### config.mk
export PLATFORM = sky130hd
export DESIGN_NAME = sifhTop
export DESIGN_NICKNAME = d
export VERILOG_FILES = /design/src/sifhPkg.sv /design/src/sifhTop.sv /design/src/sifhControl.sv /design/src/peakFinder.sv /design/src/hisBuilder.sv /design/src/histRam.sv
export SDC_FILE = /design/constraint.sdc
export NUM_CORES = 1
export LEC_CHECK = 0
export BUFFER_PORTS_ARGS = -buffer_cell sky130_fd_sc_hd__buf_4
export CAP_MARGIN = 20
export CORE_ASPECT_RATIO = 0.75
export CORE_MARGIN = 5
export CORE_UTILIZATION = 55
export DETAILED_ROUTE_END_ITERATION = 10
export PLACE_DENSITY = 0.78
export SLEW_MARGIN = 10
export SYNTH_ARGS = -nofsm -noshare
export SYNTH_HDL_FRONTEND = slang
export SYNTH_SLANG_ARGS = --single-unit
### constraint.sdc
create_clock -name clk -period 4.8 [get_ports clk]
set_input_delay 1.44 -clock clk [delete_from_list [all_inputs] [get_ports clk]]
set_output_delay 1.44 -clock clk [all_outputs]
set_load 0.01 [all_outputs]
### src/sifhPkg.sv
`default_nettype none

package sifhPkg;

    // timestamp and histogram geometry
    localparam int tdcWidth   = 12;
    localparam int binBits    = 6;            // top timestamp bits used as bin index
    localparam int binNum     = 1 << binBits; // also the SRAM depth
    localparam int countWidth = 10;           // saturates at all ones

    // hits taken per frame
    localparam int hitNum      = 200;
    localparam int hitCntWidth = $clog2(hitNum + 1);

    // typed copies for compares against narrow counters
    localparam logic [binBits-1:0]     lastBin = binBits'(binNum - 1);
    localparam logic [hitCntWidth-1:0] hitMax  = hitCntWidth'(hitNum);

    typedef enum logic [1:0] {
        seqIdle,     // waiting for start
        seqClear,    // zeroing the SRAM
        seqBuild,    // accumulating hits
        seqFindPeak  // scanning for the highest bin
    } seqState;

    // SRAM write port
    typedef struct packed {
        logic                  en;
        logic [binBits-1:0]    addr;
        logic [countWidth-1:0] data;
    } ramWrPort;

    // SRAM read port, data comes back one cycle later
    typedef struct packed {
        logic               en;
        logic [binBits-1:0] addr;
    } ramRdPort;

    // reported peak
    typedef struct packed {
        logic [binBits-1:0]    bin;
        logic [countWidth-1:0] count;
    } peakResult;

endpackage

`default_nettype wire
### src/sifhTop.sv
`default_nettype none

module sifhTop (
    input  logic                         clk,
    input  logic                         res,
    input  logic                         start,
    input  logic                         hitValid,
    input  logic [sifhPkg::tdcWidth-1:0] hitData,
    output logic                         hitReady,
    output logic                         done,
    output sifhPkg::peakResult           peak
);

    sifhPkg::ramWrPort              ramWr;
    sifhPkg::ramRdPort              ramRd;
    sifhPkg::ramWrPort              builderWr;
    sifhPkg::ramRdPort              builderRd;
    sifhPkg::ramRdPort              finderRd;
    logic [sifhPkg::countWidth-1:0] rdData;   // shared by builder and finder
    logic                           buildEn;
    logic                           buildDone;
    logic                           scanStart;
    logic                           scanDone;

    histRam ram (
        .clk    (clk),
        .wr     (ramWr),
        .rd     (ramRd),
        .rdData (rdData)
    );

    hisBuilder builder (
        .clk       (clk),
        .res       (res),
        .buildEn   (buildEn),
        .hitValid  (hitValid),
        .hitData   (hitData),
        .rdData    (rdData),
        .hitReady  (hitReady),
        .wr        (builderWr),
        .rd        (builderRd),
        .buildDone (buildDone)
    );

    peakFinder finder (
        .clk       (clk),
        .res       (res),
        .scanStart (scanStart),
        .rdData    (rdData),
        .rd        (finderRd),
        .scanDone  (scanDone),
        .peak      (peak)
    );

    sifhControl control (
        .clk       (clk),
        .res       (res),
        .start     (start),
        .builderWr (builderWr),
        .builderRd (builderRd),
        .finderRd  (finderRd),
        .buildDone (buildDone),
        .scanDone  (scanDone),
        .buildEn   (buildEn),
        .scanStart (scanStart),
        .done      (done),
        .ramWr     (ramWr),
        .ramRd     (ramRd)
    );

endmodule

`default_nettype wire

### src/sifhControl.sv
`default_nettype none

module sifhControl (
    input  logic              clk,
    input  logic              res,
    input  logic              start,
    input  sifhPkg::ramWrPort builderWr,
    input  sifhPkg::ramRdPort builderRd,
    input  sifhPkg::ramRdPort finderRd,
    input  logic              buildDone,
    input  logic              scanDone,
    output logic              buildEn,
    output logic              scanStart,
    output logic              done,
    output sifhPkg::ramWrPort ramWr,
    output sifhPkg::ramRdPort ramRd
);

    sifhPkg::seqState            state;
    logic [sifhPkg::binBits-1:0] clrAddr;

    assign buildEn = (state == sifhPkg::seqBuild);
    assign done    = scanDone && (state == sifhPkg::seqFindPeak);

    always_ff @(posedge clk or negedge res) begin
        if (!res) begin
            state     <= sifhPkg::seqIdle;
            clrAddr   <= '0;
            scanStart <= 1'b0;
        end else begin
            scanStart <= 1'b0;
            case (state)
                sifhPkg::seqIdle: begin
                    if (start) begin // start elsewhere is ignored
                        state   <= sifhPkg::seqClear;
                        clrAddr <= '0;
                    end
                end
                sifhPkg::seqClear: begin
                    clrAddr <= clrAddr + 1'b1;
                    if (clrAddr == sifhPkg::lastBin) begin
                        state <= sifhPkg::seqBuild;
                    end
                end
                sifhPkg::seqBuild: begin
                    if (buildDone) begin
                        state     <= sifhPkg::seqFindPeak;
                        scanStart <= 1'b1;
                    end
                end
                sifhPkg::seqFindPeak: begin
                    if (scanDone) begin
                        state <= sifhPkg::seqIdle;
                    end
                end
                default: state <= sifhPkg::seqIdle;
            endcase
        end
    end

    // SRAM port owner per state
    always_comb begin
        ramWr = '0;
        ramRd = '0;
        case (state)
            sifhPkg::seqClear: begin
                ramWr = '{en: 1'b1, addr: clrAddr, data: '0};
            end
            sifhPkg::seqBuild: begin
                ramWr = builderWr;
                ramRd = builderRd;
            end
            sifhPkg::seqFindPeak: begin
                ramRd = finderRd;
            end
            default: begin
                ramWr = '0;
                ramRd = '0;
            end
        endcase
    end

    // scan reads must not overlap any SRAM write
    finderReadInScan: assert property (@(posedge clk) disable iff (!res)
        finderRd.en |-> (state == sifhPkg::seqFindPeak) && !ramWr.en)
        else $error("finder read outside the peak scan");

    builderWriteInBuild: assert property (@(posedge clk) disable iff (!res)
        builderWr.en |-> (state == sifhPkg::seqBuild))
        else $error("builder write outside the build phase");

endmodule

`default_nettype wire

### src/peakFinder.sv
`default_nettype none

module peakFinder (
    input  logic                           clk,
    input  logic                           res,
    input  logic                           scanStart,
    input  logic [sifhPkg::countWidth-1:0] rdData,
    output sifhPkg::ramRdPort              rd,
    output logic                           scanDone,
    output sifhPkg::peakResult             peak
);

    logic                           scanning;
    logic [sifhPkg::binBits-1:0]    rdAddr;    // next address to read
    logic                           dValid;    // rdData belongs to dBin
    logic [sifhPkg::binBits-1:0]    dBin;
    logic [sifhPkg::binBits-1:0]    bestBin;
    logic [sifhPkg::countWidth-1:0] bestCount;
    logic                           takeNew;
    logic [sifhPkg::binBits-1:0]    nextBin;
    logic [sifhPkg::countWidth-1:0] nextCount;

    // bin 0 is read in the scanStart cycle itself
    assign rd = '{en: scanStart || scanning, addr: scanning ? rdAddr : '0};

    // strictly greater only, lowest bin wins a tie
    assign takeNew   = (dBin == '0) || (rdData > bestCount);
    assign nextBin   = takeNew ? dBin : bestBin;
    assign nextCount = takeNew ? rdData : bestCount;

    always_ff @(posedge clk or negedge res) begin
        if (!res) begin
            scanning <= 1'b0;
            rdAddr   <= '0;
            dValid   <= 1'b0;
            scanDone <= 1'b0;
            peak     <= '0;
        end else begin
            if (scanStart) begin
                scanning <= 1'b1;
                rdAddr   <= sifhPkg::binBits'(1);
            end else if (scanning) begin
                rdAddr <= rdAddr + 1'b1;
                if (rdAddr == sifhPkg::lastBin) begin
                    scanning <= 1'b0;
                end
            end
            dValid   <= rd.en;
            scanDone <= dValid && (dBin == sifhPkg::lastBin);
            if (dValid && (dBin == sifhPkg::lastBin)) begin
                peak <= '{bin: nextBin, count: nextCount}; // held until the next scan ends
            end
        end
    end

    always_ff @(posedge clk) begin
        dBin <= rd.addr;
        if (dValid) begin
            bestBin   <= nextBin;
            bestCount <= nextCount;
        end
    end

    noRestart: assert property (@(posedge clk) disable iff (!res)
        scanStart |-> !(scanning || dValid))
        else $error("scanStart while a scan is running");

endmodule

`default_nettype wire

### src/hisBuilder.sv
`default_nettype none

module hisBuilder (
    input  logic                           clk,
    input  logic                           res,
    input  logic                           buildEn,
    input  logic                           hitValid,
    input  logic [sifhPkg::tdcWidth-1:0]   hitData,
    input  logic [sifhPkg::countWidth-1:0] rdData,
    output logic                           hitReady,
    output sifhPkg::ramWrPort              wr,
    output sifhPkg::ramRdPort              rd,
    output logic                           buildDone
);

    logic [sifhPkg::hitCntWidth-1:0] hitCnt;    // accepted hits this frame
    logic                            accept;
    logic [sifhPkg::binBits-1:0]     s0Bin;
    logic                            s1Valid;
    logic [sifhPkg::binBits-1:0]     s1Bin;
    logic                            fwdHit;
    logic [sifhPkg::countWidth-1:0]  fwdData;   // last count written
    logic [sifhPkg::countWidth-1:0]  curCount;
    logic [sifhPkg::countWidth-1:0]  nextCount;

    assign hitReady = buildEn && (hitCnt != sifhPkg::hitMax);
    assign accept   = hitValid && hitReady;

    // stage 0, coarse bin from the top of the timestamp
    assign s0Bin = hitData[sifhPkg::tdcWidth-1 -: sifhPkg::binBits];
    assign rd    = '{en: accept, addr: s0Bin};

    // stage 1
    // A hit read in the same cycle as a write to its bin got the old word
    // from the SRAM, so the value just written is taken instead.
    assign curCount  = fwdHit ? fwdData : rdData;
    assign nextCount = (&curCount) ? curCount : curCount + 1'b1; // saturate
    assign wr        = '{en: s1Valid, addr: s1Bin, data: nextCount};

    always_ff @(posedge clk or negedge res) begin
        if (!res) begin
            hitCnt    <= '0;
            s1Valid   <= 1'b0;
            fwdHit    <= 1'b0;
            buildDone <= 1'b0;
        end else begin
            if (!buildEn) begin
                hitCnt <= '0; // ready for the next frame
            end else if (accept) begin
                hitCnt <= hitCnt + 1'b1;
            end
            s1Valid   <= accept;
            fwdHit    <= accept && s1Valid && (s0Bin == s1Bin);
            buildDone <= s1Valid && (hitCnt == sifhPkg::hitMax); // last write leaving
        end
    end

    always_ff @(posedge clk) begin
        s1Bin <= s0Bin;
        if (s1Valid) begin
            fwdData <= nextCount;
        end
    end

    hitCntBound: assert property (@(posedge clk) disable iff (!res)
        hitCnt <= sifhPkg::hitMax)
        else $error("hit count ran past hitNum");

    // the pipeline has drained before the build phase ends
    noStrayWrite: assert property (@(posedge clk) disable iff (!res)
        !buildEn |-> !wr.en)
        else $error("SRAM write outside the build phase");

endmodule

`default_nettype wire

### src/histRam.sv
`default_nettype none

module histRam (
    input  logic                           clk,
    input  sifhPkg::ramWrPort              wr,
    input  sifhPkg::ramRdPort              rd,
    output logic [sifhPkg::countWidth-1:0] rdData
);

    logic [sifhPkg::countWidth-1:0] mem [sifhPkg::binNum];

    // write port
    always_ff @(posedge clk) begin
        if (wr.en) begin
            mem[wr.addr] <= wr.data;
        end
    end

    // registered read, same-address collision returns the old word
    always_ff @(posedge clk) begin
        if (rd.en) begin
            rdData <= mem[rd.addr];
        end
    end

endmodule

`default_nettype wire

After elaboration in Yosys (flattened, before gate mapping):

Memories as Yosys holds them, arrays and structs flattened. A register that Yosys moved wholly into a read port is not among the register bits.
Cells that the tools add are included.

* reductions and logical operators: 16
* equality and inequality tests: 14
* multiplexer cells: 25
* magnitude comparators: 1
* add/sub/neg operators: 4

Operators by type and width (number)
* $pmux W17 S2: 1
* $mux W10: 3
* $mux W6: 5
* $eq A6 B6 Y1 const B: 3
* $mux W8: 2
* $pmux W7 S2: 1
* $add A6 B1 Y6 const B: 2
* $pmux W6 S2: 1
* $add A10 B1 Y10 const B: 1
* $gt A10 B10 Y1: 1
* $reduce_and A10 Y1: 1
* $add A8 B1 Y8 const B: 1
* $eq A8 B8 Y1 const B: 1
* $mux W2: 4
* $ne A2 B2 Y1 const B: 4
* $ne A8 B8 Y1 const B: 1
* $pmux W2 S4: 1
* $logic_and A1 B1 Y1: 7
* $mux W1: 7
* $eq A6 B6 Y1: 1
* $logic_not A6 Y1: 1
* $eq A2 B2 Y1 const B: 2
* $reduce_and A4 Y1: 1
* $reduce_bool A2 Y1: 2
* other kinds (5): 6

* input port bits: 16
* output and inout bits: 18
* word-level logic and storage cells: 79
* bits in registers: 83
* memories kept: 1
* memory bits (writable): 640

Memories
* ram.mem: depth 64, bits a word 10, read ports 1, clocked after memory_dff 1, write ports 1, RTL line histRam.sv:10 `logic [sifhPkg::countWidth-1:0] mem [sifhPkg::binNum];`

Depth between registers and ports, before layout:

* depth after elaboration: 6
* depth in mapped cells: 12
* gate-level depth less buffers: 8

Hierarchy:

From an unflattened synthesis, not the netlist that was laid out.

* cells, all modules: 1573
* area total of the unflattened synthesis: 29906.2 µm²

By module, submodules not included
* histRam: times used 1, seq. area each 19518.7 µm², cells an instance 1118, area each 25201.7 µm²
* peakFinder: times used 1, seq. area each 1226.2 µm², cells an instance 210, area each 2240.9 µm²
* hisBuilder: times used 1, seq. area each 695.7 µm², cells an instance 153, area each 1637.8 µm²
* sifhControl: times used 1, seq. area each 225.2 µm², cells an instance 92, area each 825.8 µm²

Least setup slack after synthesis:

OpenSTA, ideal clock, no wires.

* path kind: register to register
* start: register builder.fwdHit
* end: memory ram.mem[0][6] in the netlist's numbering, data pin
* path buffers: 3
* arrival: 4.485 ns
* required time: 4.078 ns
* setup slack: -0.407 ns
* library setup time: 0.722 ns
* clock period less this slack: 5.207 ns
* stages on the path, launching flop included: 11
* cell sequence: dfrtp_1 -> buf_6 -> mux2_2 -> ha_1 -> and2_1 -> buf_2 -> nand4_2 -> buf_6 -> nor4b_1 -> nor3_1 -> a211oi_1

RTL lines
* from (decl): RTL line hisBuilder.sv:21 `logic fwdHit;`
* from (signal assigned): RTL line hisBuilder.sv:53 `fwdHit <= accept && s1Valid && (s0Bin == s1Bin);`
* to (decl): RTL line histRam.sv:10

==> flow_metrics.py <==
metrics = {
    "finish": {
        "area_growth_pct": 10.4,
        "multi_input_area_um2": 7900,
        "final_cell_area_um2": 33500,
        "antenna_cells": 0,
        "seq_area_um2": 21700,
        "layout.cells.non_filler": 3249,
        "utilization_pct": 61.4,
        "nFillCells": 3933,
        "drive_gt1_share_pct": 8.19,
        "num-nets-final": 2511,
        "layout_commonest_cell": "nand2_1",
        "final_cell_mix": "689 x nand2_1, 676 x edfxtp_1, 503 x nand3_1",
    },
    "route": {
        "post-route-drc-count": 0,
        "wirelength_mm": 75.2,
        "detail-route-antenna-nets": 0,
        "drt_iter0_markers": 2985,
        "vias": 20200,
        "dr.pass1.iters": 8,
        "vias_per_cell": 6.23,
        "wl_per_cell_um": 23.2,
    },
    "global_route": {
        "antenna_found_initial": 1,
        "grt_max_degree": 81,
        "grt_pass1_wl_mm": 114,
        "grt_pass1_vias": 19400,
        "gr-total-overflow": 0,
        "grtUsageTotal_pct": 24.8,
    },
    "logic_synthesis": {
        "ys_seq_area_share_pct": 71.5,
        "async_flop_share_pct": 6.14,
        "syn_nets": 2514,
        "synth_top_area_share_pct": 67.0,
        "synth_top_area_cell": "edfxtp_1",
        "netlist_area_um2": 30300,
        "synth.distinct_cells": 56,
        "ys_ff_latch": 733,
        "synth_flop_cell": "edfxtp_1",
        "synth_edf_count": 676,
        "synth_area_leaders": "edfxtp_1 67%, nand2_1 8.5%, nand3_1 8.3%",
        "syn_inst": 2478,
        "syn_area_per_cell_um2": 12.2,
        "ys_warn_count": 0,
    },
    "timing": {
        "slew_viol_final": 0,
        "timing.hold.ws_ns": 0.501,
        "finalCritPeriodShare_pct": 83.9,
        "post-route-min-period_ns": 4.03,
        "fin_setup_tns_ns": 0,
        "fin_skew_ns": 0.0187,
        "rsz0062_at_grt": "no",
        "worst_slew_pin_slew_ns": 1.11,
        "setup_viol": 0,
        "fin_ws_ns": 0.771,
        "max_freq_mhz": 248,
        "hold_violations": 0,
        "slew_headroom_pct": 25.9,
    },
    "job": {
        "cap_violations": 0,
    },
    "floorplanning": {
        "num_io_pins": 34,
        "die_w_um": 281,
        "core_area_um2": 54500,
        "design.die.area_um2": 60000,
        "fp-row-count": 74,
        "dieHeight_um": 213,
        "start_util_pct": 55.6,
    },
    "clock_network": {
        "cts.sinks": 733,
        "htree_num_levels": 3,
        "hold_buffers": 0,
        "cts_root_buffer": "clkbuf_16",
        "numCtsBuffers": 66,
        "cts_setup_buffers": 0,
        "clk_pin_slew_ns": 0.07,
        "cts.repair.resized": 0,
        "cts_tree": "yes",
        "clkLatencyLatePin_ns": 0.61,
        "max-clock-path-buffers": 3,
    },
    "min_path": {
        "min_from": "builder.buildDone$_DFF_PN0_",
        "min_to": "control.scanStart$_DFF_PN0_",
        "hold_path_class": "reg -> reg",
        "hold_depth": 1,
    },
    "place": {
        "gp_congestion": 0.912,
        "hpwl_mm": 44.9,
        "io_buffers": 27,
        "place_area_um2": 31300,
        "dp.cells": 3127,
        "dp_slack_ns": 0.653,
    },
    "worst_setup_path": {
        "r2r_start": "builder.fwdHit$_DFF_PN0_",
        "required_ns": 5.23,
        "worst_setup_path_end_kind": "flip-flop",
        "cp-startpoint": "builder.fwdHit$_DFF_PN0_",
        "critPathKind": "reg -> reg",
        "r2r_cells": 9,
        "arrival_ns": 4.46,
        "rr_endpoint": "ram.mem[5][6]$_DFFE_PP_",
        "r2r_slack_ns": 0.77,
        "crit_fanout": 20,
        "start_kind": "flip-flop",
    },
    "power_and_ir_drop": {
        "cellPowerDensity_nw_per_um2": 395,
        "peakVddDrop_mv": 0.354,
        "p_leak_nw": 11.0,
        "total_power_mw": 13.2,
    },
    "status": {
        "outcome": "complete, no violations",
    },
}
==> power by group <==
| part | internal (mW) | total (mW) | switching, mW |
|---|---|---|---|
| sequential | 7.07 | 7.09 | 0.0196 |
| combinational | 0.235 | 0.887 | 0.652 |
| clock | 2.96 | 5.24 | 2.28 |
| total | 10.3 | 13.2 | 2.95 |
==> worst max-delay path, cell delays in order, from the launching register on <==
cell      delay, ns
dfrtp_1        0.83
mux2i_1        0.24
inv_1          0.12
ha_1           0.17
and2_1         0.34
nand4_2        0.38
a41oi_1        0.33
nor3_1         0.13
a211oi_4       0.94
buf_4          0.35
==> cell families after synthesis <==
family | synth area share, %
and+or+nand+nor | 20.1
muxes | 0.999
DFF | 71.5
buffers and inverters | 2.91
adders and majority gates | 0.826
xor gates and xnor gates | 0.607
AOI/OAI and AO/OA | 3.07
==> flip-flops by register name, indices dropped and copies added, names as in the netlist, 6 cells and up <==
signal	count
finder.bestBin	6
builder.fwdData	10
finder.peak	16
ram.mem	640
ram.rdData	10
builder.s1Bin	6
finder.dBin	6
control.clrAddr	6
finder.rdAddr	6
finder.bestCount	10
builder.hitCnt	8
==> synthesized netlist by cell type (all sizes together) (13+ instances only) <==
| cell type | count |
|---|---|
| nand2 | 690 |
| buf | 95 |
| mux2 | 16 |
| a41oi | 41 |
| nand3 | 503 |
| clkbuf | 51 |
| inv | 27 |
| nor2 | 96 |
| xnor2 | 13 |
| and2 | 22 |
| edfxtp | 676 |
| ha | 20 |
| dfrtp | 45 |
| o21ai | 13 |
==> how the worst max path moves through the flow <==
| stage | end | slack [ns] | cells after the start |
|---|---|---|---|
| 3_3_place_gp | ram.rdData[2]$_DFFE_PP_ | 0.66 | 8 |
| 3_5_place_dp | ram.rdData[2]$_DFFE_PP_ | 0.65 | 8 |
| 2_1_floorplan | ram.mem[0][5]$_DFFE_PP_ | 0.91 | 10 |
| 6_report | ram.mem[5][6]$_DFFE_PP_ | 0.77 | 9 |
| 5_1_grt | ram.mem[5][6]$_DFFE_PP_ | 0.46 | 9 |
| 4_1_cts | ram.mem[5][6]$_DFFE_PP_ | 0.81 | 9 |
==> routing by layer <==
metal	up-vias	global-route usage [%]	part of all wire [%]
met1	9923	36.0	40
met3	148	6.67	12
met2	1230	37.3	45
met5	-	0	0
met4	0	7.68	2.9
li1	8935	-	-
==> area by class of cell <==
class / count / area share [%]
clock buffer: 91 / 5.72
inverter: 28 / 0.314
multi-input combinational: 1571 / 23.6
timing repair buffer: 75 / 2.33
tap: 722 / 2.70
sequential: 733 / 64.7
clock inverter: 29 / 0.624
Note: power is estimated with default switching activity, not from simulation.
